**src/cache_types.sv**
```systemverilog
package cache_types;

    localparam int WORD_BITS   = 32;
    localparam int LINE_WORDS  = 4;
    localparam int OFFSET_BITS = 4;   // byte offset bits inside a line.

    typedef logic [WORD_BITS-1:0]            word_t;
    typedef logic [LINE_WORDS*WORD_BITS-1:0] line_t;
    typedef logic [31:0]                     addr_t;
    typedef logic [1:0]                      word_sel_t;   // word index inside a line.

    // way that an array write goes to.
    typedef logic waymux_t;
    localparam waymux_t W_HIT = 1'b0;
    localparam waymux_t W_LRU = 1'b1;

    // source of a data array write.
    typedef logic datamux_t;
    localparam datamux_t D_CPU = 1'b0;   // hit line with the cpu word merged in.
    localparam datamux_t D_MEM = 1'b1;

    // memory address source.
    typedef logic pmadmux_t;
    localparam pmadmux_t P_CPU   = 1'b0;   // refill of the requested line.
    localparam pmadmux_t P_CACHE = 1'b1;   // write-back of the lru line.

    typedef struct packed {
        logic     ld_valid;
        logic     ld_dirty;
        logic     ld_tag;
        logic     ld_data;
        logic     ld_lru;
        logic     dirty_val;
        waymux_t  dirty_way;
        waymux_t  data_way;
        datamux_t data_sel;
        pmadmux_t pmad_sel;
    } cache_ctrl_t;

    typedef struct packed {
        logic hit;        // addressed tag is valid in one of the ways.
        logic lru_dirty;  // lru way of the set holds modified data.
    } cache_status_t;

endpackage

```
**src/cache_control.sv**
```systemverilog
`timescale 1ns/1ns

module cache_control (
    input  logic                       clk,
    input  logic                       rst,
    input  logic                       mem_read,
    input  logic                       mem_write,
    input  logic                       pmem_resp,
    input  cache_types::cache_status_t status,
    output logic                       mem_resp,
    output logic                       pmem_read,
    output logic                       pmem_write,
    output cache_types::cache_ctrl_t   ctrl
);

    typedef enum logic [1:0] {
        IDLE,
        COMPARE,
        EVICT,
        LOAD
    } state_t;

    state_t state;
    state_t next_state;

    // all strobes low, selects on their hit and cpu settings.
    function automatic cache_types::cache_ctrl_t no_load();
        cache_types::cache_ctrl_t c;
        c.ld_valid  = 1'b0;
        c.ld_dirty  = 1'b0;
        c.ld_tag    = 1'b0;
        c.ld_data   = 1'b0;
        c.ld_lru    = 1'b0;
        c.dirty_val = 1'b0;
        c.dirty_way = cache_types::W_HIT;
        c.data_way  = cache_types::W_HIT;
        c.data_sel  = cache_types::D_CPU;
        c.pmad_sel  = cache_types::P_CPU;
        return c;
    endfunction

    // a hit always touches the lru bit; a write also merges the word and marks the line dirty.
    function automatic cache_types::cache_ctrl_t hit_ctrl(input logic is_write);
        cache_types::cache_ctrl_t c;
        c = no_load();
        c.ld_lru    = 1'b1;
        c.ld_data   = is_write;
        c.ld_dirty  = is_write;
        c.dirty_val = 1'b1;
        return c;
    endfunction

    // the refill overwrites the lru way completely and leaves it clean.
    function automatic cache_types::cache_ctrl_t refill_ctrl();
        cache_types::cache_ctrl_t c;
        c = no_load();
        c.ld_valid  = 1'b1;
        c.ld_tag    = 1'b1;
        c.ld_data   = 1'b1;
        c.ld_dirty  = 1'b1;
        c.dirty_val = 1'b0;
        c.dirty_way = cache_types::W_LRU;
        c.data_way  = cache_types::W_LRU;
        c.data_sel  = cache_types::D_MEM;
        return c;
    endfunction

    always_ff @(posedge clk) begin
        if (rst) begin
            state <= IDLE;
        end else begin
            state <= next_state;
        end
    end

    always_comb begin
        next_state = state;
        mem_resp   = 1'b0;
        pmem_read  = 1'b0;
        pmem_write = 1'b0;
        ctrl       = no_load();
        case (state)
            IDLE: begin
                if (mem_read || mem_write) begin
                    next_state = COMPARE;
                end
            end
            COMPARE: begin
                if (status.hit) begin
                    ctrl       = hit_ctrl(mem_write);
                    mem_resp   = 1'b1;
                    next_state = IDLE;
                end else if (status.lru_dirty) begin
                    next_state = EVICT;
                end else begin
                    next_state = LOAD;
                end
            end
            EVICT: begin
                ctrl.pmad_sel = cache_types::P_CACHE;   // address rebuilt from the stored tag.
                pmem_write    = 1'b1;
                if (pmem_resp) begin
                    next_state = LOAD;
                end
            end
            LOAD: begin
                ctrl      = refill_ctrl();
                pmem_read = 1'b1;
                if (pmem_resp) begin
                    next_state = COMPARE;   // compare hits on the fresh line.
                end
            end
            default: begin
                next_state = IDLE;
            end
        endcase
    end

endmodule

```
**src/cache_datapath.sv**
```systemverilog
`timescale 1ns/1ns

module cache_datapath #(
    parameter int SET_BITS = 3
) (
    input  logic                       clk,
    input  logic                       rst,
    input  cache_types::cache_ctrl_t   ctrl,
    output cache_types::cache_status_t status,
    input  cache_types::addr_t         mem_address,
    input  cache_types::word_t         mem_wdata,
    output cache_types::word_t         mem_rdata,
    input  cache_types::line_t         pmem_rdata,
    output cache_types::addr_t         pmem_address,
    output cache_types::line_t         pmem_wdata
);

    localparam int SETS     = 1 << SET_BITS;
    localparam int TAG_BITS = 32 - SET_BITS - cache_types::OFFSET_BITS;

    typedef logic [TAG_BITS-1:0] tag_t;
    typedef logic [SET_BITS-1:0] set_t;

    tag_t                   addr_tag;
    set_t                   addr_set;
    cache_types::word_sel_t addr_word;

    logic               valid_q [2][SETS];
    logic               dirty_q [2][SETS];
    logic               lru_q   [SETS];    // names the least recently used way.
    tag_t               tag_q   [2][SETS];
    cache_types::line_t data_q  [2][SETS];

    logic [1:0]         way_hit;
    logic               hit_way;
    logic               lru_way;
    logic               dirty_wsel;
    logic               data_wsel;
    cache_types::line_t hit_line;
    cache_types::line_t merged_line;
    cache_types::line_t data_in;

    assign addr_tag  = mem_address[31 -: TAG_BITS];
    assign addr_set  = mem_address[cache_types::OFFSET_BITS +: SET_BITS];
    assign addr_word = mem_address[cache_types::OFFSET_BITS-1:2];

    always_comb begin
        for (int w = 0; w < 2; w++) begin
            way_hit[w] = valid_q[w][addr_set] && (tag_q[w][addr_set] == addr_tag);
        end
    end

    assign hit_way  = way_hit[1];   // way 0 unless way 1 matched.
    assign lru_way  = lru_q[addr_set];
    assign hit_line = data_q[hit_way][addr_set];

    assign status.hit       = |way_hit;
    assign status.lru_dirty = valid_q[lru_way][addr_set] && dirty_q[lru_way][addr_set];

    always_comb begin
        merged_line = hit_line;
        merged_line[addr_word*cache_types::WORD_BITS +: cache_types::WORD_BITS] = mem_wdata;
    end

    assign data_in    = (ctrl.data_sel == cache_types::D_CPU) ? merged_line : pmem_rdata;
    assign dirty_wsel = (ctrl.dirty_way == cache_types::W_HIT) ? hit_way : lru_way;
    assign data_wsel  = (ctrl.data_way == cache_types::W_HIT) ? hit_way : lru_way;

    assign mem_rdata  = hit_line[addr_word*cache_types::WORD_BITS +: cache_types::WORD_BITS];
    assign pmem_wdata = data_q[lru_way][addr_set];

    // write-back goes to where the victim line came from, not to the cpu address.
    always_comb begin
        if (ctrl.pmad_sel == cache_types::P_CPU) begin
            pmem_address = {mem_address[31:cache_types::OFFSET_BITS],
                            {cache_types::OFFSET_BITS{1'b0}}};
        end else begin
            pmem_address = {tag_q[lru_way][addr_set], addr_set,
                            {cache_types::OFFSET_BITS{1'b0}}};
        end
    end

    always_ff @(posedge clk) begin
        if (rst) begin
            for (int s = 0; s < SETS; s++) begin
                valid_q[0][s] <= 1'b0;
                valid_q[1][s] <= 1'b0;
                dirty_q[0][s] <= 1'b0;
                dirty_q[1][s] <= 1'b0;
                lru_q[s]      <= 1'b0;
            end
        end else begin
            if (ctrl.ld_valid) begin
                valid_q[lru_way][addr_set] <= 1'b1;   // only the refill sets valid.
            end
            if (ctrl.ld_dirty) begin
                dirty_q[dirty_wsel][addr_set] <= ctrl.dirty_val;
            end
            if (ctrl.ld_lru) begin
                lru_q[addr_set] <= ~hit_way;
            end
        end
    end

    always_ff @(posedge clk) begin
        if (ctrl.ld_tag) begin
            tag_q[lru_way][addr_set] <= addr_tag;
        end
        if (ctrl.ld_data) begin
            data_q[data_wsel][addr_set] <= data_in;
        end
    end

endmodule

```
**src/cache.sv**
```systemverilog
`timescale 1ns/1ns

module cache #(
    parameter int SET_BITS = 3
) (
    input  logic               clk,
    input  logic               rst,
    input  logic               mem_read,
    input  logic               mem_write,
    input  cache_types::addr_t mem_address,
    input  cache_types::word_t mem_wdata,
    output logic               mem_resp,
    output cache_types::word_t mem_rdata,
    output logic               pmem_read,
    output logic               pmem_write,
    output cache_types::addr_t pmem_address,
    output cache_types::line_t pmem_wdata,
    input  logic               pmem_resp,
    input  cache_types::line_t pmem_rdata
);

    cache_types::cache_ctrl_t   ctrl;
    cache_types::cache_status_t status;

    cache_control control_i (
        .clk        (clk),
        .rst        (rst),
        .mem_read   (mem_read),
        .mem_write  (mem_write),
        .pmem_resp  (pmem_resp),
        .status     (status),
        .mem_resp   (mem_resp),
        .pmem_read  (pmem_read),
        .pmem_write (pmem_write),
        .ctrl       (ctrl)
    );

    // the datapath adds no register between the ports, so the controller sets the timing.
    cache_datapath #(
        .SET_BITS (SET_BITS)
    ) datapath_i (
        .clk          (clk),
        .rst          (rst),
        .ctrl         (ctrl),
        .status       (status),
        .mem_address  (mem_address),
        .mem_wdata    (mem_wdata),
        .mem_rdata    (mem_rdata),
        .pmem_rdata   (pmem_rdata),
        .pmem_address (pmem_address),
        .pmem_wdata   (pmem_wdata)
    );

endmodule

```
**config.mk**
```make
export PLATFORM = sky130hd
export DESIGN_NAME = cache
export DESIGN_NICKNAME = d
export VERILOG_FILES = /design/src/cache_types.sv /design/src/cache_control.sv /design/src/cache_datapath.sv /design/src/cache.sv
export SDC_FILE = /design/constraint.sdc
export NUM_CORES = 2
export LEC_CHECK = 0
export ABC_AREA = 1
export BUFFER_PORTS_ARGS = -buffer_cell sky130_fd_sc_hd__buf_2
export CAP_MARGIN = 20
export CELL_PAD_IN_SITES_DETAIL_PLACEMENT = 0
export CELL_PAD_IN_SITES_GLOBAL_PLACEMENT = 1
export CORE_MARGIN = 1.5
export CORE_UTILIZATION = 40
export CTS_CLUSTER_DIAMETER = 120
export CTS_CLUSTER_SIZE = 25
export DETAILED_ROUTE_END_ITERATION = 10
export HOLD_SLACK_MARGIN = 0.15
export PLACE_DENSITY_LB_ADDON = 0.1
export SLEW_MARGIN = 20
export SYNTH_ARGS = -nofsm -noshare
export SYNTH_HDL_FRONTEND = slang
export SYNTH_SLANG_ARGS = --single-unit
```
**constraint.sdc**
```tcl
create_clock -name clk -period 15.35 [get_ports clk]
set_input_delay 0.7675 -clock clk [delete_from_list [all_inputs] [get_ports clk]]
set_output_delay 0.7675 -clock clk [all_outputs]
set_load 0.005 [all_outputs]
```
==> metrics.cfg <==
[run_status]
outcome = complete, no violations

[clock_network]
cts.sinks = 2490
cts-root-buf = clkbuf_16
cts-resized-gates = 0
clkTransAtPathRegs_ns = 0.11
clock_latency_ns = 0.98
numCtsBuffers = 116
postCtsSetupBuffers = 0
ctsHoldBuffers = 1
cts_tree = built
htreeDepth = 3
cts_buffer_depth = 4

[timing]
max_freq_mhz = 105.8
skew_ns = 0.08411
tns_ns = 0
finalSetupViolCount = 0
period_needed_ns = 9.452
rsz0062_at_grt = no
post-route-period-util = 0.6157
max_slew_margin = 0.1369
hold_viol = 0
worst_slew_pin_slew_ns = 1.281
slew_violations = 0

[logic_synthesis]
yosysTopAreaCell = edfxtp_1
synth_area_sq_um = 127800
ys_warn_count = 0
synth_edf_count = 2472
seq_area_frac_synth = 0.5839
synth_cells = 14196
yosysMostFrequentCell = nand2_1
synth_area_per_cell_sq_um = 8.999
synth_common_cells = nand2_1, edfxtp_1, inv_1, nand3_1, o21ai_0
synth.distinct_cells = 42
ys_ff_latch = 2490
synthDominantCellAreaShare = 0.5811
synthTopCellsByArea = edfxtp_1, nand2_1, nand3_1
synthFlopType = edfxtp_1
synthArstFlopShare = 0

[detailed_routing]
firstDrtPassIters = 6
vias_per_cell = 5.877
drt_iter0_markers = 12573
vias = 106829
antenna_left = 0
drc = 0
totalWireLength_um = 541600
drt-wirelength-per-cell_um = 29.80

[power]
switching_share = 0.2781
intPower_mw = 9.546
p_leak_nw = 53.89
p_total_mw = 13.22
vdd_drop_max_v = 0.0001016
clockPowerShare = 0.282
powerDensity_nw_per_um2 = 96.70
pwr-share-comb = 0.136
power_switching_mw = 3.678
seqPwrFrac = 0.582

[global_routing]
grt_pass1_wl_um = 753200
grt_usage = 0.3263
grt_pass1_vias = 98771
grt_max_degree = 169
antenna_found_initial = 36
grt_overflow = 0

[cells_and_area]
drive_gt1_frac = 0.06692
finalNonFillerCells = 18176
final_area_sq_um = 136700
area_delta_synth_final_pct = 7.039
nFillCells = 30595
fin_nets = 14159

[worst_setup_path]
worstPathRequired_ns = 14.58
critPathCaptureType = output port
ff2ff_path_depth = 20
critPathKind = primary input to output port
r2r-end = datapath_i.data_q[0][963]
r2r_setup_slack_ns = 8.56
timing.rr.start = datapath_i.tag_q[1][146]
crit_path_start_kind = primary input
path_max_fanout = 91
cp.arrival_ns = 8.68

[hold_path]
min_from = mem_address[11]
timing.hold.worst.class = primary input to register
min_to = datapath_i.tag_q[1][54]
whs_path_depth = 1

[placement]
dpl_cell_area_sq_um = 133200
gp_congestion = 0.8748
hpwlAfterDp_um = 308900
portBuffers = 385
dp_cells = 18011

[die]
start_util = 0.4020
dieArea_sq_um = 322800
die_x_um = 568.1
die_y_um = 568.1
row_count = 207
core_sq_um = 317800
io_pins = 392

[run]
maxCapViolCount = 0

-- cell usage in the layout (no fill, tap or decap), types with 10 or more instances in the layout --
cell,synthesis,final
nand3b_1,572,572
nand4_1,126,126
o21ai_0,1467,1466
o21ai_1,14,15
nand3_1,1497,1497
a21oi_2,0,65
o2111ai_1,56,56
edfxtp_1,2472,2472
nor2_4,3,13
nor2_1,1155,1134
o22ai_1,94,94
inv_8,0,25
a22oi_1,15,15
dfxtp_1,18,18
nand2_1,2876,2871
o211ai_1,73,73
buf_4,14,223
buf_2,321,383
a21oi_1,820,755
a22o_1,31,31
nor2_2,3,14
clkbuf_16,0,119
buf_12,0,22
nor3_1,24,24
inv_1,1731,1708
clkbuf_1,488,15
or2_2,31,31
nor4_1,56,56
diode_2,0,10
-- through the flow --
stage          setup slack, ns  utilization  hold slack (ns)
2_1_floorplan            9.347            -           0.4403
4_1_cts                  6.128       0.4293           0.1595
3_5_place_dp             6.137       0.4191           0.4685
3_3_place_gp             6.158       0.4191           0.4627
6_report                 5.898       0.4303           0.2083
5_1_grt                  5.833       0.4302           0.2187
-- sequential cells by signal, indices dropped and copies added (netlist names) --
name                count
datapath_i.lru_q        8
datapath_i.valid_q     16
control_i.state         2
datapath_i.data_q    2048
datapath_i.tag_q      400
datapath_i.dirty_q     16
-- layer usage --
layer	GRT usage	part of all wire
met5	0	0.00023
met4	0.1411	0.049
met3	0.04390	0.085
met2	0.5132	0.45
met1	0.4511	0.42
-- kinds of logic (layout without fill, tap and decap cells) --
family | Yosys count | count (layout) | synth area share
AND/OR/NAND/NOR | 6361 | 6361 | 0.2234
buffers and inverters | 2739 | 2526 | 0.08427
AO/OA/AOI/OAI | 2592 | 2592 | 0.1073
flip-flops | 2490 | 2490 | 0.5839
adder cells (fa/ha/maj) | 9 | 9 | 0.0008815
XOR/XNOR | 4 | 4 | 0.0002742
other | 1 | 14 | 0.00002935
-- worst max-delay path by stage --
| stage | from | to | slack (ns) | depth (start not counted) |
|---|---|---|---|---|
| 2_1_floorplan | mem_address[5] | datapath_i.data_q[0][640] | 9.35 | 20 |
| 3_3_place_gp | mem_address[5] | mem_rdata[6] | 6.16 | 26 |
| 3_5_place_dp | mem_address[5] | mem_rdata[6] | 6.14 | 26 |
| 4_1_cts | mem_address[5] | mem_rdata[6] | 6.13 | 26 |
| 5_1_grt | mem_address[4] | mem_rdata[0] | 5.83 | 25 |
| 6_report | mem_address[5] | mem_rdata[6] | 5.90 | 26 |
-- power by group through the flow --
| stage | Clock (mW) | Sequential (mW) | Combinational, mW |
|---|---|---|---|
| after global routing | 3.97 | 7.70 | 1.91 |
| after global placement | 0 | 7.85 | 1.73 |
| after floorplan | 0 | 7.85 | 0.890 |
| final | 3.73 | 7.69 | 1.80 |
| after CTS | 3.78 | 7.70 | 1.76 |
| after detailed placement | 0 | 7.85 | 1.75 |
-- critical path, cell delays in order --
cell	delay, ns
buf_2	0.22
nor2_4	0.55
buf_4	0.56
buf_4	0.59
nand3_1	0.15
nand2_1	0.10
inv_1	0.07
nand2_1	0.08
nand2_1	0.05
nand2_1	0.22
nand2_1	0.08
nor2_1	0.09
nand2_1	0.10
nor2_4	0.13
buf_12	0.45
buf_4	0.70
buf_4	0.85
buf_4	0.88
nand3_1	0.14
nand3_1	0.12
nand2_1	0.08
nor2_1	0.18
nand4_1	0.31
nand3_1	0.48
nand2_1	0.29
buf_2	0.21
-- area by class of cell --
cell class                 instances  area [sq um]  share of cell area
inverter                        1743          6734             0.04925
timing repair buffer             632          4095             0.02995
multi-input combinational       8970         42820              0.3131
antenna                           10         25.02           0.0001830
tap                             4180          5230             0.03825
clock buffer                     135          3048             0.02229
sequential                      2490         74590              0.5455
clock inverter                    16         203.9            0.001491
No activity file was read; power rests on OpenSTA's default activity.
